--- config.mk ---
export PLATFORM = sky130hd
export DESIGN_NAME = io_regs
export DESIGN_NICKNAME = d
export VERILOG_FILES = /design/src/soc_pkg.sv /design/src/io_regs.sv
export SDC_FILE = /design/constraint.sdc
export NUM_CORES = 1
export LEC_CHECK = 0
export BUFFER_PORTS_ARGS = -buffer_cell sky130_fd_sc_hd__clkbuf_2
export CAP_MARGIN = 20
export CORE_UTILIZATION = 35
export CTS_CLUSTER_SIZE = 20
export DETAILED_ROUTE_END_ITERATION = 8
export GPL_ROUTABILITY_DRIVEN = 0
export GPL_TIMING_DRIVEN = 0
export PLACE_DENSITY = 0.53
export SYNTH_ARGS = -nofsm -noshare
export SYNTH_HDL_FRONTEND = slang
export SYNTH_SLANG_ARGS = --single-unit
--- constraint.sdc ---
create_clock -name clk -period 4.6 [get_ports clk]
set_input_delay 0.69 -clock clk [delete_from_list [all_inputs] [get_ports clk]]
set_output_delay 0.69 -clock clk [all_outputs]
set_load 0.02 [all_outputs]
--- src/soc_pkg.sv ---
/*
  SoC bus fabric shared definitions.
  Widths, page-based address map, register indices, host packet
  framing, bus structs and the address region decoder.
*/
`default_nettype none

package soc_pkg;

  localparam int DATA_W       = 32;
  localparam int VADDR_W      = 17;
  localparam int PAGE_BITS    = 12;
  localparam int MAP_BITS     = 5;
  localparam int CODE_DEPTH   = 12;
  localparam int DATA_DEPTH   = 12;
  localparam int IO_REG_BITS  = 5;
  localparam int SYS_REG_BITS = 4;

  // system registers
  localparam int SYS_CPU_RESET  = 0;
  localparam int SYS_CPU_RESUME = 1;
  localparam int SYS_MASTER     = 2;

  localparam logic MASTER_IS_HOST = 1'b0;
  localparam logic MASTER_IS_CPU  = 1'b1;

  // io registers
  localparam int IO_W_LED         = 4;
  localparam int IO_W_TIMER_RESET = 15;
  localparam int IO_R_TIMER_COUNT = 4;

  // host packet is start byte, four addr bytes, four data bytes and end byte
  localparam logic [7:0] PKT_START = 8'hAA;
  localparam logic [7:0] PKT_END   = 8'h55;
  localparam int         PKT_LEN   = 10;

  typedef enum logic [3:0] {
    MAP_MEM_D = 4'd0,
    MAP_NONE  = 4'd1,
    MAP_REG_R = 4'd2,
    MAP_REG_W = 4'd3,
    MAP_MEM_I = 4'd4,
    MAP_SYS   = 4'd5
  } map_region_e;

  typedef enum logic [3:0] {
    PKT_IDLE,
    PKT_ADDR,
    PKT_DATA,
    PKT_TAIL
  } pkt_state_e;

  typedef struct packed {
    logic [31:0]       addr;
    logic [DATA_W-1:0] data;
    logic              we;
  } host_wr_t;

  typedef struct packed {
    logic [VADDR_W-1:0] addr_r_a;
    logic [VADDR_W-1:0] addr_r_b;
    logic [VADDR_W-1:0] addr_w;
    logic [DATA_W-1:0]  data_w;
    logic               we;
  } cpu_d_req_t;

  typedef struct packed {
    logic [DATA_W-1:0] data_a;
    logic [DATA_W-1:0] data_b;
  } cpu_d_rsp_t;

  typedef struct packed {
    logic [VADDR_W-1:0] addr;
    logic [DATA_W-1:0]  data;
    logic               we;
  } ram_wr_t;

  // unmapped pages fall to MAP_NONE
  function automatic map_region_e map_decode(input logic [VADDR_W-1:0] addr);
    logic [MAP_BITS-1:0] page;
    page = addr[VADDR_W-1:PAGE_BITS];
    case (page)
      5'd0:    return MAP_MEM_D;
      5'd2:    return MAP_REG_R;
      5'd3:    return MAP_REG_W;
      5'd4:    return MAP_MEM_I;
      5'd5:    return MAP_SYS;
      default: return MAP_NONE;
    endcase
  endfunction

endpackage

`default_nettype wire

--- src/io_regs.sv ---
/*
  I/O registers.
  Processor-written registers drive the LED and the timer hold;
  a free-running timer feeds the read registers.
*/
`timescale 1ns/100ps
`default_nettype none

module io_regs (
  input  logic                            clk,
  input  logic                            rst_n,
  input  logic                            we,
  input  logic [soc_pkg::IO_REG_BITS-1:0] addr_w,
  input  logic [soc_pkg::DATA_W-1:0]      data_w,
  input  logic [soc_pkg::IO_REG_BITS-1:0] addr_r,
  output logic [soc_pkg::DATA_W-1:0]      io_rd,
  output logic [9:0]                      led
);

  logic [soc_pkg::DATA_W-1:0] wr_regs [0:(2**soc_pkg::IO_REG_BITS)-1];
  logic [soc_pkg::DATA_W-1:0] rd_regs [0:(2**soc_pkg::IO_REG_BITS)-1];
  logic [soc_pkg::DATA_W-1:0] timer_q;

  always_ff @(posedge clk)
  begin
    if (!rst_n)
    begin
      for (int i = 0; i < (2**soc_pkg::IO_REG_BITS); i++)
      begin
        wr_regs[i] <= '0;
      end
      led <= '0;
    end
    else
    begin
      if (we)
      begin
        wr_regs[addr_w] <= data_w;
      end
      led <= wr_regs[soc_pkg::IO_W_LED][9:0];
    end
  end

  // held at zero while the hold bit is set
  always_ff @(posedge clk)
  begin
    if (!rst_n || wr_regs[soc_pkg::IO_W_TIMER_RESET][0])
    begin
      timer_q <= '0;
    end
    else
    begin
      timer_q <= timer_q + 1'b1;
    end
  end

  // two stages from timer to io_rd
  always_ff @(posedge clk)
  begin
    for (int i = 0; i < (2**soc_pkg::IO_REG_BITS); i++)
    begin
      rd_regs[i] <= (i == soc_pkg::IO_R_TIMER_COUNT) ? timer_q : '0;
    end
    io_rd <= rd_regs[addr_r];
  end

endmodule

`default_nettype wire

### Word-level counts from Yosys, hierarchy flattened

Memory sizes are Yosys's and may differ from the RTL's. A register that Yosys moved wholly into a read port is not among the register bits.
Cells that the tools add are included.
Widths: inputs -> output; s select.

| cells by class | value |
|---|---|
| $add $sub $neg | 1 |
| muxes and demuxes | 7 |
| reductions and logical operators | 4 |

Operator list:

| cell | count |
|---|---|
| $add 32x1->32 const B | 1 |
| $mux 32 | 1 |
| $reduce_or 32->1 | 1 |
| $mux 1 | 5 |
| $mux 5 | 1 |
| $logic_not 1->1 | 2 |
| $logic_or 1x1->1 | 1 |

| storage, ports and cells | value |
|---|---|
| register bits after elaboration | 32 |
| bits in writable memories | 2048 |
| input port bits | 45 |
| output and inout bits | 42 |
| word-level logic and storage cells | 15 |
| memories kept | 2 |

Memories:

| name | depth | bits a word | read ports | clocked after Yosys merged registers in | write ports | line | RTL |
|---|---|---|---|---|---|---|---|
| rd_regs | 32 | 32 | 1 | 1 | 32 | io_regs.sv:21 | `logic [soc_pkg::DATA_W-1:0] rd_regs [0:(2**soc_pkg::IO_REG_BITS)-1];` |
| wr_regs | 32 | 32 | 2 | 1 | 32 | io_regs.sv:20 | `logic [soc_pkg::DATA_W-1:0] wr_regs [0:(2**soc_pkg::IO_REG_BITS)-1];` |

### Longest topological paths before layout

| depth | value |
|---|---|
| word-level depth | 5 |
| gate-level depth with buffers | 6 |
| depth with buffers taken out | 5 |

### Least setup slack after synthesis

No wires, ideal clock.

| timing path | value |
|---|---|
| path kind | reg2reg |
| from | register timer_q[0] (netlist bit) |
| to | register timer_q[26] (netlist bit) |
| setup time | 71 ps |
| data arrival time | 1877 ps |
| required time | 4529 ps |
| slack | 2653 ps |
| stages on the path, launching flop included | 6 |
| path buffers | 0 |
| clock period less this slack | 1947 ps |
| cells stage by stage | dfxtp_1 ha_1 nand4_2 or4_4 or4_1 a21oi_1 |

| on the way | value |
|---|---|
| longest elaborated chain between the ends | 1 |

RTL lines:

| item | line | RTL |
|---|---|---|
| from (decl) | io_regs.sv:22 | `logic [soc_pkg::DATA_W-1:0] timer_q;` |
| from (signal assigned) | io_regs.sv:53 | `timer_q <= timer_q + 1'b1;` |
| $add 32x1->32 | io_regs.sv:53 |  |

No other way between the ends.
A chain may end at the register's enable or synchronous reset.

### Worst setup path in the final report

| timing path | value |
|---|---|
| from | register timer_q[0] (netlist bit) |
| to | register timer_q[24] (netlist bit) |

Same word-level chain as after synthesis.

==> reports/metrics.yaml <==
global_routing:
  grt_use_total_pct: 13.53
  grt_pass1_wl_mm: 11.35
  grt_max_degree: 17
  antenna_found_initial: 0
  grt_pass1_vias: 2440
  grt_remaining_overflow: 0
worst_setup_path:
  cp_cell_sequence: "ha_1, nand4_2, or4_4, clkbuf_2, or3_1, a21oi_1"
  critPathKind: "reg2reg"
  worst-r2r-setup-slack_ps: 2340
  max_stage_delay_ps: 600
  cp_max_fo: 10
  critical_path_required_ps: 5030
  end_kind: "flip-flop"
  cp.arrival_ps: 2690
  start_kind: "flip-flop"
  slowest_stage: "or4_4"
routing:
  vias: 2572
  wire_per_inst_um: 12.17
  drtIter0Drc: 99
  drt_wl_total_mm: 6.780
  post_drt_via_cell_ratio: 4.618
  drt-pass1-iter-count: 6
  postRouteAntennaNets: 0
  post-route-drc-count: 0
clocking:
  root_buffer: "clkbuf_8"
  htree_levels: 4
  clk_path_buf_depth: 2
  cts_resized: 0
  insertion_delay_ps: 510
  post_cts_buffers: 0
  cts_hold_buf: 0
  cts.clk_slew.worst_paths_ps: 60
  cts_buffers: 17
  cts_sinks: 117
  cts_tree: "done"
final_layout:
  final_cell_area_um2: 4833
  final_core_util_pct: 46.82
  diodes: 0
  fin_cells: 557
  final_nets: 454
  drive_gt1_share_pct: 25.65
  syn_to_final_growth_pct: 29.85
timing:
  drv_slew: 0
  setup_violations: 0
  skew_ps: 4.937
  rsz0062_at_grt: "false"
  min_period_over_period_pct: 49.23
  finalSetupTns_ps: 0
  worstMarginPinSlew_ps: 634.3
  fin_crit_ps: 2265
  slew_headroom_pct: 57.32
  fmax_mhz: 441.6
  hold_violations: 0
synthesis:
  synthFlopType: "dfxtp_1"
  synth.distinct_cells: 34
  synthesis.nets: 371
  synth-edff-count: 11
  yosys_register_bits: 117
  yosys_warnings: 0
  ys_seq_area_share_pct: 65.88
  synthArstFlopShare_pct: 0
  syn_area_um2: 3722
  postSynthCellCount: 325
  syn_area_per_cell_um2: 11.45
floorplan:
  coreArea_um2: 10320
  io_pins: 87
  rows: 37
  die_h_um: 105.1
  dieArea_um2: 11050
  initial_utilization_pct: 36.06
  dieWidth_um: 105.1
pwr:
  p_per_area_nw_per_um2: 502.9
  vdd_drop_max_mv: 0.2086
  power_w: 0.002431
  cellLeakagePower_nw: 1.911
run:
  cap_violations: 0
hold_path:
  hold_path.class: "reg2reg"
placed_design:
  hpwlAfterDp_mm: 4.574
  post_dp_cell_area_um2: 4213
  dp_cells: 525
  io_buffers: 64
outcome:
  status: "complete, no violations"
-- stage by stage --
stage                     setup slack, ps  hold slack [ps]
after global placement               2424            336.4
after global routing                 2186            363.3
after floorplan                      2653            325.8
after CTS                            2325            347.3
final                                2335            344.6
after detailed placement             2358            336.3
-- cells in the mapped netlist, types with 2 or more instances --
cell type  count  share of area [%]
dfxtp_1      106                 57
and2_1        54                9.1
a21oi_1       16                2.2
nand4_1       14                2.4
nor2_1        13                1.3
nand3_1       12                1.6
edfxtp_1      11                8.9
xor2_1        10                2.4
clkbuf_1       9               0.91
nand2_1        9               0.91
o31ai_1        9                1.8
o21ai_0        8                1.1
or4_1          8                1.6
or3_1          6                1.0
nand2b_1       5               0.84
nor4_1         5               0.84
and3_1         4               0.67
inv_1          3               0.30
and4_1         2               0.47
buf_2          2               0.27
mux2i_1        2               0.54
nand4_2        2               0.67
or4_2          2               0.47
or4_4          2               0.60
xnor2_1        2               0.47
-- worst max-delay path: cells and delay by family (launching register included) --
| family | cells | cell delay, ps |
|---|---|---|
| DFF | 1 | 400 |
| AOI/OAI and AO/OA | 1 | 140 |
| buffers and inverters | 1 | 230 |
| adders and majority gates | 1 | 280 |
| and+or+nand+nor | 3 | 1140 |
-- area by class of cell --
type,instances,area [um^2]
inverter,3,11.26
sequential,117,2452
tap,136,170.2
multi-input combinational,191,1199
clock buffer,17,414.1
buffer,14,60.06
fill,954,5490
timing repair buffer,64,320.3
clock inverter,15,206.4
-- registers in the layout, summed over array words and instances (netlist names) --
name,flops
led,10
timer_q,32
rd_regs,32
wr_regs,11
io_rd,32
-- placed cells by master (no fill, tap or decap), types with 2 or more instances in the layout --
master,netlist,layout
and4_1,2,2
xor2_1,10,10
clkinv_4,0,6
xnor2_1,2,2
nand2_1,9,9
o21ai_0,8,8
mux2i_1,2,2
and3_1,4,4
clkbuf_16,0,16
or4_2,2,2
o31ai_1,9,9
nor4_1,5,5
nand2b_1,5,5
buf_2,2,2
or3_1,6,6
or4_1,8,8
nor2_1,13,13
dfxtp_1,106,106
clkbuf_2,1,65
edfxtp_1,11,11
or4_4,2,2
clkbuf_1,9,9
nand4_2,2,2
bufinv_16,0,4
clkinv_2,0,3
and2_1,54,54
nand4_1,14,14
a21oi_1,16,16
inv_1,3,3
nand3_1,12,12
-- path summary, 6_finish.rpt --
| kind | start | to | cells past startpoint |
|---|---|---|---|
| worst max register to register | timer_q[0] | timer_q[24] | 6 |
| worst min-delay path | timer_q[19] | rd_regs[4][19] | 0 |
| worst max-delay path | timer_q[0] | timer_q[24] | 6 |
| worst min register to register | timer_q[19] | rd_regs[4][19] | 0 |
-- per-layer routing --
metal / global-route usage, % / vias up / share of wire [%]
li1: - / 1301 / -
met1: 16.22 / 1186 / 48
met2: 20.86 / 76 / 47
met3: 5.178 / 9 / 4.4
met4: 7.344 / 0 / 1.2
met5: 0 / - / 0
-- where the power goes --
group	switching [W]	internal [W]	total, W
logic	0.0000231	0.0000152	0.0000383
clock network	0.000464	0.000883	0.00135
registers	0.00000392	0.00104	0.00104
total	0.000491	0.00194	0.00243
-- logic make-up after synthesis --
family	Yosys count	share of synthesized area, %
XOR/XNOR	12	2.824
flip-flops	117	65.88
buffers and inverters	17	1.916
AND/OR/NAND/NOR	143	23.46
multiplexers	2	0.5378
adder cells (fa/ha/maj)	1	0.3361
AO/OA/AOI/OAI	33	5.042
(Power assumes the default switching activity.)
