### src/soc_pkg.sv
/*
  SoC bus fabric shared definitions.
  Widths, page-based address map, register indices, host packet
  framing, bus structs and the address region decoder.
*/
`default_nettype none

package soc_pkg;

  localparam int DATA_W       = 32;
  localparam int VADDR_W      = 17;
  localparam int PAGE_BITS    = 12;
  localparam int MAP_BITS     = 5;
  localparam int CODE_DEPTH   = 12;
  localparam int DATA_DEPTH   = 12;
  localparam int IO_REG_BITS  = 5;
  localparam int SYS_REG_BITS = 4;

  // system registers
  localparam int SYS_CPU_RESET  = 0;
  localparam int SYS_CPU_RESUME = 1;
  localparam int SYS_MASTER     = 2;

  localparam logic MASTER_IS_HOST = 1'b0;
  localparam logic MASTER_IS_CPU  = 1'b1;

  // io registers
  localparam int IO_W_LED         = 4;
  localparam int IO_W_TIMER_RESET = 15;
  localparam int IO_R_TIMER_COUNT = 4;

  // host packet is start byte, four addr bytes, four data bytes and end byte
  localparam logic [7:0] PKT_START = 8'hAA;
  localparam logic [7:0] PKT_END   = 8'h55;
  localparam int         PKT_LEN   = 10;

  typedef enum logic [3:0] {
    MAP_MEM_D = 4'd0,
    MAP_NONE  = 4'd1,
    MAP_REG_R = 4'd2,
    MAP_REG_W = 4'd3,
    MAP_MEM_I = 4'd4,
    MAP_SYS   = 4'd5
  } map_region_e;

  typedef enum logic [3:0] {
    PKT_IDLE,
    PKT_ADDR,
    PKT_DATA,
    PKT_TAIL
  } pkt_state_e;

  typedef struct packed {
    logic [31:0]       addr;
    logic [DATA_W-1:0] data;
    logic              we;
  } host_wr_t;

  typedef struct packed {
    logic [VADDR_W-1:0] addr_r_a;
    logic [VADDR_W-1:0] addr_r_b;
    logic [VADDR_W-1:0] addr_w;
    logic [DATA_W-1:0]  data_w;
    logic               we;
  } cpu_d_req_t;

  typedef struct packed {
    logic [DATA_W-1:0] data_a;
    logic [DATA_W-1:0] data_b;
  } cpu_d_rsp_t;

  typedef struct packed {
    logic [VADDR_W-1:0] addr;
    logic [DATA_W-1:0]  data;
    logic               we;
  } ram_wr_t;

  // unmapped pages fall to MAP_NONE
  function automatic map_region_e map_decode(input logic [VADDR_W-1:0] addr);
    logic [MAP_BITS-1:0] page;
    page = addr[VADDR_W-1:PAGE_BITS];
    case (page)
      5'd0:    return MAP_MEM_D;
      5'd2:    return MAP_REG_R;
      5'd3:    return MAP_REG_W;
      5'd4:    return MAP_MEM_I;
      5'd5:    return MAP_SYS;
      default: return MAP_NONE;
    endcase
  endfunction

endpackage

`default_nettype wire

### src/bus_switch.sv
/*
  Bus switch.
  Decodes host and processor addresses into map regions, routes the
  memory and register writes, and selects processor read data one
  cycle after the address to line up with the registered RAM read.
*/
`timescale 1ns/100ps
`default_nettype none

module bus_switch (
  input  logic                          clk,
  input  soc_pkg::host_wr_t             host_wr,
  input  soc_pkg::cpu_d_req_t           cpu_req,
  input  logic                          master,
  input  logic [soc_pkg::DATA_W-1:0]    mem_d_rd_a,
  input  logic [soc_pkg::DATA_W-1:0]    io_rd,
  output soc_pkg::ram_wr_t              mem_d_wr,
  output logic [soc_pkg::VADDR_W-1:0]   mem_d_addr_a,
  output soc_pkg::ram_wr_t              mem_i_wr,
  output logic                          sys_we,
  output logic                          io_we,
  output logic [soc_pkg::DATA_W-1:0]    data_a
);

  soc_pkg::map_region_e       host_region;
  soc_pkg::map_region_e       cpu_w_region;
  soc_pkg::map_region_e       cpu_ra_region;
  soc_pkg::map_region_e       ra_region_q;
  logic [soc_pkg::VADDR_W-1:0] host_addr;
  logic                       host_sel;
  logic                       cpu_sel;
  logic                       cpu_is_master;

  assign host_addr     = host_wr.addr[soc_pkg::VADDR_W-1:0];
  assign host_region   = soc_pkg::map_decode(host_addr);
  assign cpu_w_region  = soc_pkg::map_decode(cpu_req.addr_w);
  assign cpu_ra_region = soc_pkg::map_decode(cpu_req.addr_r_a);
  assign cpu_is_master = (master == soc_pkg::MASTER_IS_CPU);

  // data memory belongs to one master at a time
  assign host_sel = (master == soc_pkg::MASTER_IS_HOST) && (host_region == soc_pkg::MAP_MEM_D);
  assign cpu_sel  = cpu_is_master && (cpu_w_region == soc_pkg::MAP_MEM_D);

  always_comb
  begin
    if (host_sel)
    begin
      mem_d_wr = '{addr: host_addr, data: host_wr.data, we: host_wr.we};
    end
    else if (cpu_sel)
    begin
      mem_d_wr = '{addr: cpu_req.addr_w, data: cpu_req.data_w, we: cpu_req.we};
    end
    else
    begin
      mem_d_wr = '0;
    end
  end

  always_comb
  begin
    if (cpu_is_master && (cpu_ra_region == soc_pkg::MAP_MEM_D))
    begin
      mem_d_addr_a = cpu_req.addr_r_a;
    end
    else
    begin
      mem_d_addr_a = '0;
    end
  end

  // code memory is loaded by the host only
  assign mem_i_wr = '{
    addr: host_addr,
    data: host_wr.data,
    we:   host_wr.we && (host_region == soc_pkg::MAP_MEM_I)
  };

  assign sys_we = host_wr.we && (host_region == soc_pkg::MAP_SYS);
  assign io_we  = cpu_req.we && (cpu_w_region == soc_pkg::MAP_REG_W);

  always_ff @(posedge clk)
  begin
    ra_region_q <= cpu_ra_region;
  end

  // read data is one cycle behind its address
  always_comb
  begin
    if (cpu_is_master && (ra_region_q == soc_pkg::MAP_MEM_D))
    begin
      data_a = mem_d_rd_a;
    end
    else if (ra_region_q == soc_pkg::MAP_REG_R)
    begin
      data_a = io_rd;
    end
    else
    begin
      data_a = '0;
    end
  end

endmodule

`default_nettype wire

### config.mk
export PLATFORM = sky130hd
export DESIGN_NAME = bus_switch
export DESIGN_NICKNAME = d
export VERILOG_FILES = /design/src/soc_pkg.sv /design/src/bus_switch.sv
export SDC_FILE = /design/constraint.sdc
export NUM_CORES = 1
export LEC_CHECK = 0
export CORE_AREA = 5 5 139 141
export DETAILED_ROUTE_END_ITERATION = 16
export DIE_AREA = 0 0 144 146
export DONT_BUFFER_PORTS = 1
export GPL_ROUTABILITY_DRIVEN = 0
export HOLD_SLACK_MARGIN = 0.05
export PLACE_DENSITY = 0.33
export SYNTH_ARGS = -nofsm -noshare
export SYNTH_HDL_FRONTEND = slang
export SYNTH_SLANG_ARGS = --single-unit
### constraint.sdc
create_clock -name clk -period 1.4 [get_ports clk]
set_clock_uncertainty 0.1 [all_clocks]
set_input_delay 0.21 -clock clk [delete_from_list [all_inputs] [get_ports clk]]
set_output_delay 0.21 -clock clk [all_outputs]
set_load 0.02 [all_outputs]
# --- After elaboration in Yosys (flattened, before gate mapping) ---
# Index checks and enable logic that the tools add are counted.
word_totals:
  regBits: 4
  input_bits: 215
  out_inout_bits: 151
  elab_cells: 40
classes:
  n_reduce_logical: 14
  n_eq_ne: 16
  n_mux: 8
  n_bitwise: 1
op_table:
  columns: ["operator", "count"]
  rows:
  - ["50-bit two-way mux", 2]
  - ["32-bit two-way mux", 2]
  - ["3-bit case mux with 5 select lines", 3]
  - ["5-bit by 2-bit == test with 1-bit output, second input constant", 6]
  - ["5-bit by 3-bit == test with 1-bit output, second input constant", 6]
  - ["17-bit two-way mux", 1]
  - ["4-bit zero test", 4]
  - ["5-bit zero test", 3]
  - ["4-bit by 2-bit == test with 1-bit output, second input constant", 2]
  - ["4-bit by 3-bit == test with 1-bit output, second input constant", 2]
  - ["1-bit logical AND", 7]
  - ["1-bit inverter", 1]

# --- Depth between registers and ports, before layout ---
depth:
  ltp_word: 6
  depth_mapped: 5
  ltp_nobuf: 3

# --- Worst setup path after synthesis ---
# Ideal clock, no wire load.
synth_path:
  kind: "register to output"
  from: "reg ra_region_q[1]"
  to: "out data_a[10] in the netlist's numbering"
  path_buffers: 1
  t_arrival_ps: 1277
  path_slack_ps: -187
  required_ps: 1090
  stages_incl_launch_ff: 4
  cell_sequence: "dfxtp_1 -> nor3b_1 -> clkbuf_1 -> a22o_1"
synth_between:
  elab_chain_len: 3
  elab_cells_between_ends: 5
  cone_classes: "eq/ne (1); mux (2); reduce/logical (2)"
synth_rtl:
  columns: ["item", "line_no", "rtl"]
  rows:
  - ["start: declaration", "bus_switch.sv:28", "soc_pkg::map_region_e ra_region_q;"]
  - ["start signal: assignment", "bus_switch.sv:84", "ra_region_q <= cpu_ra_region;"]
  - ["4-bit by 2-bit == test with 1-bit output / 4-bit zero test (equally long branches)", "bus_switch.sv:94, bus_switch.sv:90", null]
  - ["32-bit two-way mux / 1-bit logical AND (equally long branches)", "bus_switch.sv:94, bus_switch.sv:90", null]
  - ["32-bit two-way mux (*)", "bus_switch.sv:90", "if (cpu_is_master && (ra_region_q == soc_pkg::MAP_MEM_D))"]
  - ["end: declaration", "bus_switch.sv:22", "output logic [soc_pkg::DATA_W-1:0] data_a"]
# Every way passes the cells marked *; elsewhere a longest branch is shown, timed or not.

# --- Worst setup path in the final report ---
layout_path:
  from: "reg ra_region_q[1]"
  to: "out data_a[9] in the netlist's numbering"
# The elaborated chain is that of the path after synthesis.

==> run summary <==
The run finished, with violations left. The final reports fail on setup timing. The HPWL after detailed placement is 7.19 mm. The total count of hold-check failures in the final report was 0; the final global-route overflow total was 0.

The synthesized design contains 0 enable-type register cells. Setup repair after global routing could not meet its margin everywhere. The flip-flop count of the largest register, all copies and words added works out to 3. In the final layout, the registers with the most flip-flops are ra_region_q (3). In the final layout, the multi-input gates occupy 0.00164 mm². The tightest min-delay check is of the in -> reg type. After the last flow step, the layout net total stands at 387. The cell area that synthesis handed to floorplanning was 0.00152 mm². The detailed-route DRC error count was 0.

Setup violations remaining at the end of the flow were counted as 76. The core region is 0.0178 mm². The mean cell area of the mapped netlist was 8.14 µm².

For the worst setup path, the data required time is 1090 ps. The clock passes through at most 2 buffers. The tools report the layout filler cell count as 1973. The worst setup path is captured at an output port. The share of synthesized area occupied by flip-flops and latches was 3.95%; the data arrival time of the critical path was 1350 ps.

Compared with the post-synthesis result, the final layout area differs by 79.9%. For the number of maximum-capacitance constraint violations, the log shows 0. In this run, CTS created clock tree buffers numbering 3. Among all flip-flop cells after synthesis, the most frequent one is dfxtp_1. The maximum ir drop on the vdd rail came out at 0.575 mV. The floorplan step defined a die boundary enclosing 0.0210 mm². The initial antenna violation count was 0. The achievable frequency was 604 MHz; the unique cell type count in the Yosys netlist was 22. The clock sink count is 3. For the site row count, the log shows 49. For the worst setup slack after placement, the log shows -229 ps. The tools report the type of origin of the critical path as a flop.

The number of antenna diodes in the final layout is 0. The post-route netlist has 74.9% of its cells at a drive strength greater than 1. The worst setup margin was -255 ps; the maximum number of pins on one net before global-route repair was 15. The number of top-level design ports is 366. After clock tree synthesis, the clock-pin slew on the worst setup and hold paths is 30 ps.

The worst path uses 118% of the clock period. The post-layout minimum cycle time was 1660 ps. The initial utilization of the core area, before any placement, comes to 8.53%. The first detailed-routing pass ran for 4 iterations. The tools report the first-pass GRT wire length as 11.8 mm. Yosys printed 0 warnings. Once placement completed, the tool counted placed cells totaling 367.

For this design the static power due to leakage is 1.24 nW. Share of synthesized flip-flops with an asynchronous set or reset: 0%. The deepest level of the CTS H-tree came out at 1. Ranked by flip-flop count, first place goes to ra_region_q. Summing all flip-flop and latch instances after layout gives 62.6 µm². Die height: 146 µm.

The critical path is of the reg -> out type. The tools report the vias after detailed routing as 1542. Total wire length after detailed routing: 9.41 mm. The width of the chip works out to 144 µm.

The total global routing track utilization was 7.46%; the number of DRC violations after detailed-routing iteration 0 was 16. The design draws 0.787 mW. Along the worst path, the maximum fanout reaches 8. The run gives 187 as the number of instances in the synthesized netlist. Average detailed-routed wire length per instance: 23.5 µm. Via density per instance: 3.86. For the number of pins exceeding their max-slew limit in the final report, the log shows 0. Clock tree synthesis selected as its root buffer the cell clkbuf_16. Port buffering added 0 buffers. The run gives 1791 as the number of global-route vias before repair. TritonCTS built the clock tree. Post-route antenna net violation count: 0.

The power density over cell area is 287 mW/mm², and the final non-filler cell total is 400. Number of flip-flops and latches in the synthesized netlist: 3.
[path summary, 6_finish.rpt]
path	startpoint	endpoint	slack [ps]	cells past startpoint
worst max-delay path	ra_region_q[1]$_DFF_P_	data_a[9]	-260	4
worst min-delay path	cpu_req[83]	ra_region_q[2]$_DFF_P_	100	2
[cells in the mapped netlist, types with 2 or more instances]
master,instances,share of area [%]
nor4b_1,2,1.2
buf_6,4,3.0
buf_2,8,2.6
nor2_1,3,0.74
and2_1,13,5.3
a22o_1,77,44
dfxtp_1,3,3.9
nor3_1,2,0.66
clkbuf_1,4,0.99
buf_4,59,29
[power by group]
| part | total, mW | internal (mW) | leakage, nW | switching, mW |
|---|---|---|---|---|
| sequential | 0.0926 | 0.0892 | 0.0245 | 0.00340 |
| combinational | 0.240 | 0.115 | 1.18 | 0.124 |
| clock | 0.454 | 0.376 | 0.0382 | 0.0785 |
[per-stage QoR]
| stage | instance area [µm²] | setup TNS, ps | utilization [%] | hold WS, ps |
|---|---|---|---|---|
| global route | 2740 | -19190 | 15.3 | 112 |
| floorplan | 2200 | -5650 | - | 178 |
| CTS | 2690 | -14610 | 15.1 | 102 |
| global placement | 2140 | -7750 | 12.0 | 184 |
| finish | 2740 | -14300 | 15.3 | 103 |
| detailed placement | 2140 | -9200 | 12.0 | 183 |
[per-layer routing]
layer	global-route usage, %	part of all wire (%)	up-vias	wire length [µm]
li1	-	-	624	-
met1	7.06	30	707	2870
met2	16.0	58	200	5480
met3	1.31	10	11	955
met4	1.41	1.1	0	107
met5	0	0	-	0
[placed cells by master, fill, tap and decap left out, drive strengths merged, types with 3 or more instances in the layout]
cell,netlist,final
dfxtp,3,3
nor3,3,3
buf,71,40
nor4b,4,4
clkbuf,4,5
conb,1,10
and2,13,13
a22o,77,77
nor2,3,3
dlygate4sd3,0,5
[worst max-delay path, cell delays in order (launching register included)]
cell and delay, ps:
dfxtp_2 320, nor4b_4 270, buf_6 200, buf_12 150, a22o_4 180
[cell type report]
type,instances,area share (%)
clock buffer,4,2.88
inverter,1,0.137
multi-input combinational,117,60.0
sequential,3,2.29
tap,229,10.5
timing repair buffer,46,24.2
[cell families (layout without fill, tap and decap cells)]
family	Yosys count	after routing	synth area share, %
AO/OA/AOI/OAI	78	78	45.1
buffers and inverters	76	51	35.9
AND/OR/NAND/NOR	29	29	14.8
flip-flops	3	3	3.95
other	1	10	0.246
[what timing repair did]
action                                  CTS  global route
hold buffers                              5             0
endpoints found under the hold margin     3             0
pin swaps                                38            10
buffers inserted                         15             1
endpoints found under the setup margin   77            76
gates resized for setup                  31             7
gates cloned                              8             1
No activity file was read; power rests on OpenSTA's default activity.
