## src/soc_pkg.sv

```systemverilog
/*
  SoC bus fabric shared definitions.
  Widths, page-based address map, register indices, host packet
  framing, bus structs and the address region decoder.
*/
`default_nettype none

package soc_pkg;

  localparam int DATA_W       = 32;
  localparam int VADDR_W      = 17;
  localparam int PAGE_BITS    = 12;
  localparam int MAP_BITS     = 5;
  localparam int CODE_DEPTH   = 12;
  localparam int DATA_DEPTH   = 12;
  localparam int IO_REG_BITS  = 5;
  localparam int SYS_REG_BITS = 4;

  // system registers
  localparam int SYS_CPU_RESET  = 0;
  localparam int SYS_CPU_RESUME = 1;
  localparam int SYS_MASTER     = 2;

  localparam logic MASTER_IS_HOST = 1'b0;
  localparam logic MASTER_IS_CPU  = 1'b1;

  // io registers
  localparam int IO_W_LED         = 4;
  localparam int IO_W_TIMER_RESET = 15;
  localparam int IO_R_TIMER_COUNT = 4;

  // host packet is start byte, four addr bytes, four data bytes and end byte
  localparam logic [7:0] PKT_START = 8'hAA;
  localparam logic [7:0] PKT_END   = 8'h55;
  localparam int         PKT_LEN   = 10;

  typedef enum logic [3:0] {
    MAP_MEM_D = 4'd0,
    MAP_NONE  = 4'd1,
    MAP_REG_R = 4'd2,
    MAP_REG_W = 4'd3,
    MAP_MEM_I = 4'd4,
    MAP_SYS   = 4'd5
  } map_region_e;

  typedef enum logic [3:0] {
    PKT_IDLE,
    PKT_ADDR,
    PKT_DATA,
    PKT_TAIL
  } pkt_state_e;

  typedef struct packed {
    logic [31:0]       addr;
    logic [DATA_W-1:0] data;
    logic              we;
  } host_wr_t;

  typedef struct packed {
    logic [VADDR_W-1:0] addr_r_a;
    logic [VADDR_W-1:0] addr_r_b;
    logic [VADDR_W-1:0] addr_w;
    logic [DATA_W-1:0]  data_w;
    logic               we;
  } cpu_d_req_t;

  typedef struct packed {
    logic [DATA_W-1:0] data_a;
    logic [DATA_W-1:0] data_b;
  } cpu_d_rsp_t;

  typedef struct packed {
    logic [VADDR_W-1:0] addr;
    logic [DATA_W-1:0]  data;
    logic               we;
  } ram_wr_t;

  // unmapped pages fall to MAP_NONE
  function automatic map_region_e map_decode(input logic [VADDR_W-1:0] addr);
    logic [MAP_BITS-1:0] page;
    page = addr[VADDR_W-1:PAGE_BITS];
    case (page)
      5'd0:    return MAP_MEM_D;
      5'd2:    return MAP_REG_R;
      5'd3:    return MAP_REG_W;
      5'd4:    return MAP_MEM_I;
      5'd5:    return MAP_SYS;
      default: return MAP_NONE;
    endcase
  endfunction

endpackage

`default_nettype wire

```

## src/sys_regs.sv

```systemverilog
/*
  System register file.
  Written by the host; bit 0 of each register drives processor
  reset, processor resume and the data-memory master select.
*/
`timescale 1ns/100ps
`default_nettype none

module sys_regs (
  input  logic                             clk,
  input  logic                             rst_n,
  input  logic                             we,
  input  logic [soc_pkg::SYS_REG_BITS-1:0] index,
  input  logic [soc_pkg::DATA_W-1:0]       data,
  output logic                             cpu_reset,
  output logic                             cpu_resume,
  output logic                             master
);

  logic [soc_pkg::DATA_W-1:0] regs [0:(2**soc_pkg::SYS_REG_BITS)-1];

  always_ff @(posedge clk)
  begin
    if (!rst_n)
    begin
      for (int i = 0; i < (2**soc_pkg::SYS_REG_BITS); i++)
      begin
        regs[i] <= '0;
      end
    end
    else if (we)
    begin
      regs[index] <= data;
    end
  end

  assign cpu_reset  = regs[soc_pkg::SYS_CPU_RESET][0];
  assign cpu_resume = regs[soc_pkg::SYS_CPU_RESUME][0];
  // 0 host, 1 processor
  assign master     = regs[soc_pkg::SYS_MASTER][0];

endmodule

`default_nettype wire

```

## config.mk

```make
export PLATFORM = sky130hd
export DESIGN_NAME = sys_regs
export DESIGN_NICKNAME = d
export VERILOG_FILES = /design/src/soc_pkg.sv /design/src/sys_regs.sv
export SDC_FILE = /design/constraint.sdc
export NUM_CORES = 1
export LEC_CHECK = 0
export ABC_CLOCK_PERIOD_IN_PS = 1950
export BUFFER_PORTS_ARGS = -buffer_cell sky130_fd_sc_hd__buf_2
export CAP_MARGIN = 20
export CORE_AREA = 2 2 39 41
export DETAILED_ROUTE_END_ITERATION = 8
export DIE_AREA = 0 0 41 43
export SETUP_SLACK_MARGIN = 0.15
export SYNTH_ARGS = -nofsm -noshare
export SYNTH_HDL_FRONTEND = slang
export SYNTH_SLANG_ARGS = --single-unit
```

## constraint.sdc

```tcl
create_clock -name clk -period 1.95 [get_ports clk]
set_input_delay 0.0975 -clock clk [delete_from_list [all_inputs] [get_ports clk]]
set_output_delay 0.0975 -clock clk [all_outputs]
set_load 0.1 [all_outputs]
```

### Yosys cells after proc, flatten, opt, wreduce, memory -nomap -nowiden

Memory sizes are Yosys's and may differ from the RTL's.
Index checks and enable logic that the tools add are counted.

* register bits: 0
* memory bits (writable): 512
* bits of input ports: 39
* output and inout bits: 3
* logic and storage cells: 9
* memories kept: 1

* multiplexer cells: 7
* reductions and logical operators: 1

Memory list
* regs: depth 16, width 32, rd ports 3, clocked after memory_dff 0, write ports 16, line sys_regs.sv:20 `logic [soc_pkg::DATA_W-1:0] regs [0:(2**soc_pkg::SYS_REG_BITS)-1];`

Operators with widths (number)
* two-way mux 32 bit: 1
* OR reduction 32 bit: 1
* two-way mux 1 bit: 5
* two-way mux 4 bit: 1

### Longest topological paths before layout

Gate-level depths: netlist (run 1).

* word-level depth: 5
* gate-level depth with buffers: 2
* depth with buffers taken out: 2

### Worst setup path before layout (run 1)

Ideal clock, no wire load.

* path kind: register -> output
* from: memory regs[0][0] (netlist name)
* to: output cpu_reset
* arrival time: 0.904 ns
* data required time: 1.852 ns
* slack: 0.948 ns
* stages on the path, launching flop included: 1
* buffers on the path: 0
* cell sequence: edfxtp_1

RTL lines
* from (decl): line sys_regs.sv:20
* to (decl): line sys_regs.sv:15 `output logic cpu_reset,`

==> results of run 1 <==
-- logic make-up after synthesis --
| logic type | Yosys count | share of synthesized area, % |
|---|---|---|
| compound gates | 3 | 11.9 |
| buf+inv | 1 | 1.98 |
| flops | 3 | 47.7 |
| simple gates | 6 | 38.4 |
-- through the flow --
stage / hold slack, ns / total power [uW] / area (um2)
detailed placement: 0.425 / 130 / 259
global route: 0.190 / 254 / 285
finish: 0.196 / 237 / 285
floorplan: 0.260 / 115 / 189
global placement: 0.431 / 130 / 259
CTS: 0.184 / 243 / 285
-- area by class of cell --
cell class | instances | area [um2] | share of cell area [%]
Clock buffer | 4 | 26.3 | 9.21
Inverter | 1 | 3.75 | 1.32
Multi-Input combinational cell | 9 | 95.1 | 33.3
Sequential cell | 3 | 90.1 | 31.6
Tap cell | 16 | 20.0 | 7.02
Timing Repair Buffer | 10 | 50.0 | 17.5
-- power groups by stage --
| stage | Combinational, uW | Clock [uW] | Sequential [uW] |
|---|---|---|---|
| 4_1_cts | 53.1 | 114 | 75.9 |
| 3_5_place_dp | 53.0 | 0 | 76.9 |
| 6_report | 53.0 | 108 | 75.8 |
| 5_1_grt | 55.4 | 123 | 76.0 |
| 3_3_place_gp | 53.2 | 0 | 76.5 |
| 2_1_floorplan | 10.1 | 0 | 105 |
-- worst min path at each step --
stage	from	end	slack [ns]	cells past startpoint
floorplan	rst_n	regs[0][0]	0.26	1
global placement	rst_n	regs[0][0]	0.43	2
detailed placement	rst_n	regs[0][0]	0.43	2
CTS	rst_n	regs[0][0]	0.18	2
global route	rst_n	regs[0][0]	0.19	2
finish	rst_n	regs[0][0]	0.20	2
-- layer usage --
layer	up-vias	global-route usage (%)	share of wire [%]
li1	78	-	-
met4	0	4.00	0
met2	13	5.00	35
met5	-	0	0
met3	0	7.85	17
met1	72	6.49	48
-- layout by cell type, fill, tap and decap left out --
master     instances
edfxtp_1           3
nor3_2             2
nand4bb_4          1
nand2b_1           2
o31ai_2            1
inv_1              1
nor4_2             1
buf_2             10
clkbuf_4           3
o21ai_1            2
clkbuf_1           1
==> impl_results.md, run 1 <==
- Post-Route WL: 367 um
- Worst Setup SP: regs[0][0]
- Ant. Diodes: 0
- Number of synthesized register bits: 3
- Mapped Cells: 13
- Final period util: 54.7%
- P&R area growth vs syn: 51.0%
- Clk pwr share: 45.7%
- CP required: 1.85 ns
- Dominant cell type by area after synthesis: edfxtp_1
- Clk sinks: 3
- Worst min-delay path category: primary input to flop
- Tot GR Track Use: ~5.7%
- Actual slew at the worst max-slew pin: 0.484 ns
- Grt ovf: 0
- Dpl cells: 39
- Total Nets Final: 67
- Arr. time, crit path: about 0.97 ns
- Hold_buf cts: 0
- Number of global-route vias before repair: 151
- CTS H-Tree Depth: 1
- CTS tree: done
- Top_reg_cell synth: edfxtp_1
- Critical-path top delay cell: buf_2
- Clk pin slew, worst setup/hold paths: 0.03 ns
- Post-CTS sizing: 0
- Power Density: 831 nW/um2
- Syn. warnings: 0
- Post-synthesis sequential area ratio: between 40% and 50%
- Netlist cell types: 8
- CORE AREA: 1380 um2
- Initial antenna violation count: 0
- CTS Buf Count: 3
- Sw frac: 30.6%
- Setup crit start kind: flop
- Non-filler cells, final: 43
- Die area: 1760 um2
- Drt wl/cell: 8.53 um
- Via count: 163
- Top delay family on crit path: buffers and inverters
- Synth async-reset ratio: 0%
- Top Ports: 42
- Die width: 41 um
- Psw: 72.7 uW
- RSZ-0062 raised after global routing: no
- CP peak stage delay: 0.42 ns
- Synth cell count leaders: 3 x edfxtp_1, 2 x nand2b_1, 2 x nor3_2, 2 x o21ai_1
- First-pass GRT wire length: 572 um
- 1st-iter DRT viols: 4
- Critical path peak fanout: 1
- Max-cap violation count: 0
- WS Path Type: flop to output port
- Sequential share of power: 32.0%
- Slew headroom: 67.9%
- Filler Cell Count: ~150
- Starting density of the core: 13.7%
- Worst Setup Slack, final: 0.883 ns
- Critical Path, Cell by Cell: buf_2
- Setup violators final: 0
- Die height: 43 um
- Final Core Density: around a fifth
- Root buf cell: clkbuf_4
- Internal Dissipation: between 150 and 200 uW
- IR drop worst, VDD: 0.198 mV
- Post-DRT Antenna Nets: 0
- Critical path endpoint category: output port
- PortBufs: 10
- Setup TNS: 0 ns
- WP buf/inv: 1
- Most frequent cell after synthesis: edfxtp_1
- Clock Tree Buf Depth: 2
- Cell Area, Synth: 189 um2
- Worst path depth: 1
- Largest Register: regs
- Logic pwr share: 22.3%
- GP Congestion: 0.661
- DRT Pass-1 Iters: 2
- DRC violations left: 0
- Mean Syn Cell Area: 14.5 um2
- Postcts setup bufs: 0
- Critical Path End: cpu_reset
- Status: finished, final reports clean
- Layout cells sized above 1: 66.7%
- Slew Limit Fails: 0
- Syn_nets: 52
- Final hold vios: 0
- Lkg Pwr: around 0.00010 uW
- Top flop regs: regs (3)
- Fmax: 937 MHz
- Top-area cell type share of the netlist area: 47.7%
- Post-synth EDFFs: 3
- Row cnt: 14
- Pre-CTS setup slack: 0.956 ns
- Largest net degree at the start of global routing: 7
- Largest register FFs: 3
- Dominant cells by area after synthesis: edfxtp_1 48%, nand4bb_4 15%, nor3_2 11%, nand2b_1 6.6%, nor4_2 6.6%
- Min Tclk post-route: 1.07 ns
- Via/cell ratio: 3.79
Power figures use the tool's default switching activity.
==> inputs of run 2 (changes only) <==
- ABC_CLOCK_PERIOD_IN_PS: 1950 -> 900
- clock period: 1.95 -> 0.9 ns (I/O delays scaled with it)
==> run 2 against run 1 <==
Against the previous run: sequential power is 120% higher; hold slack worse by 0.055 ns; die area stayed put; power is 130% higher; wire length is 6.8% lower; design area is 21% higher; first-iteration DRC count is 100% lower.
==> impl_results.md, run 2 (synthesis results as in run 1) <==
- Status: finished, final reports clean
- Final hold vios: 0
- Met2 usage: 5.31%
- Top delay family on crit path: flip-flops
- Worst Setup Slack, final: about 0.036 ns
- Reg area: 90.1 um2
- Final period util: 96.0%
- CORE AREA: about 1400 um2
- Top flop regs: regs (3)
- CTS tree: done
- Number of global-route vias before repair: 142
- Clk sinks: 3
- PortBufs: 10
- Via/cell ratio: 3.49
- Via count: between 150 and 200
- Starting density of the core: 13.7%
- Met1 usage: 6.51%
- GR peak layer: met1
- Dpl cells: 41
- Post-place instance area: ~320 um2
- WP buf/inv: 1
- Slew headroom: 87.4%
- Postcts setup bufs: 0
- Largest register FFs: 3
- GP Congestion: 0.676
- Drt wl/cell: roughly 7.6 um
- Grt ovf: 0
- Arr. time, crit path: 0.82 ns
- Tot GR Track Use: 5.54%
- Die height: 43 um
- CP peak stage delay: 0.40 ns
- CP required: 0.85 ns
- Critical Path, Cell by Cell: buf_12
- Critical path endpoint category: output port
- Multi-input gate area: 95.1 um2
- Critical-path top delay cell: edfxtp_1
- Hold_buf cts: 0
- Row cnt: 14
- Max-cap violation count: 0
- Power Density: 1570 nW/um2
- Most common cell after layout, fill and taps aside: buf_2
- RSZ-0062 raised after global routing: yes
- M3 GR Usage: 4.71%
- Layout cells sized above 1: 69.0%
- Clock Tree Buf Depth: 2
- Clk pin slew, worst setup/hold paths: 0.04 ns
- CTS Buf Count: 3
- 1st-iter DRT viols: 0
- Filler Cell Count: 146
- Setup crit start kind: flop
- CTS H-Tree Depth: 1
- Worst min-delay path category: primary input to flop
- Post-Route WL: ~340 um
- Post-DRT Antenna Nets: 0
- Ant. Diodes: 0
- WS Path Type: flop to output port
- Root buf cell: clkbuf_4
- DRT Pass-1 Iters: 1
- Setup TNS: 0 ns
- Initial antenna violation count: 0
- Design Area, Final: about 350 um2
- Slew Limit Fails: 0
- P&R area growth vs syn: 82.8%
- Non-filler cells, final: 45
- Min Tclk post-route: 0.864 ns
- Top Ports: between 40 and 50
- Lkg Pwr: between 0.0001 and 0.00015 uW
- Largest Register: regs
- Fmax: 1160 MHz
- Hold slack final: 0.142 ns
- Die width: 41 um
- Total Nets Final: 69
- Critical path peak fanout: 1
- Largest net degree at the start of global routing: 6
- Die area: between 1500 and 2000 um2
- Pre-CTS setup slack: -0.0132 ns
- First-pass GRT wire length: 558 um
- Most frequent cells in the layout: 7 x buf_2, 3 x clkbuf_4, 3 x buf_12, 3 x edfxtp_1
- Actual slew at the worst max-slew pin: 0.187 ns
- DRC violations left: 0
- Setup violators final: 0
- IR drop worst, VDD: 0.395 mV
-- run 2: per-stage QoR --
stage	power, uW	utilization (%)
floorplan	248	-
global placement	314	23.1
detailed placement	314	23.1
CTS	557	25.0
global route	580	25.0
finish	542	25.0
-- run 2: layout make-up --
class / count / share of cell area, %
flip-flops and latches: 3 / 26.1
repair buffers: 12 / 31.9
well taps: 16 / 5.80
multi-input cells: 9 / 27.5
inverters: 1 / 1.09
clock buffers: 4 / 7.61
-- run 2: routing by layer --
metal	vias up	routed length (um)
met4	0	0
met2	11	141
met1	64	150
li1	82	-
met5	-	0
met3	0	50
-- run 2: timing repair --
action,CTS,global route
pin swaps,0,0
endpoints found under the hold margin,0,0
gates resized for setup,0,0
setup endpoints to repair,3,3
-- run 2: path summary, 6_finish.rpt --
path | slack (ns) | endpoint | cells after the start | from
max | 0.04 | cpu_resume | 1 | regs[1][0]
min | 0.14 | regs[0][0] | 2 | rst_n
-- run 2: where the power goes --
group / internal, uW / switching, uW / leakage [uW]
combinational: 55.3 / 86.5 / 0.0000860
clock: 166 / 65.2 / 0.0000150
sequential: 163 / 6.06 / 0.0000286
total: 384 / 158 / 0.000130
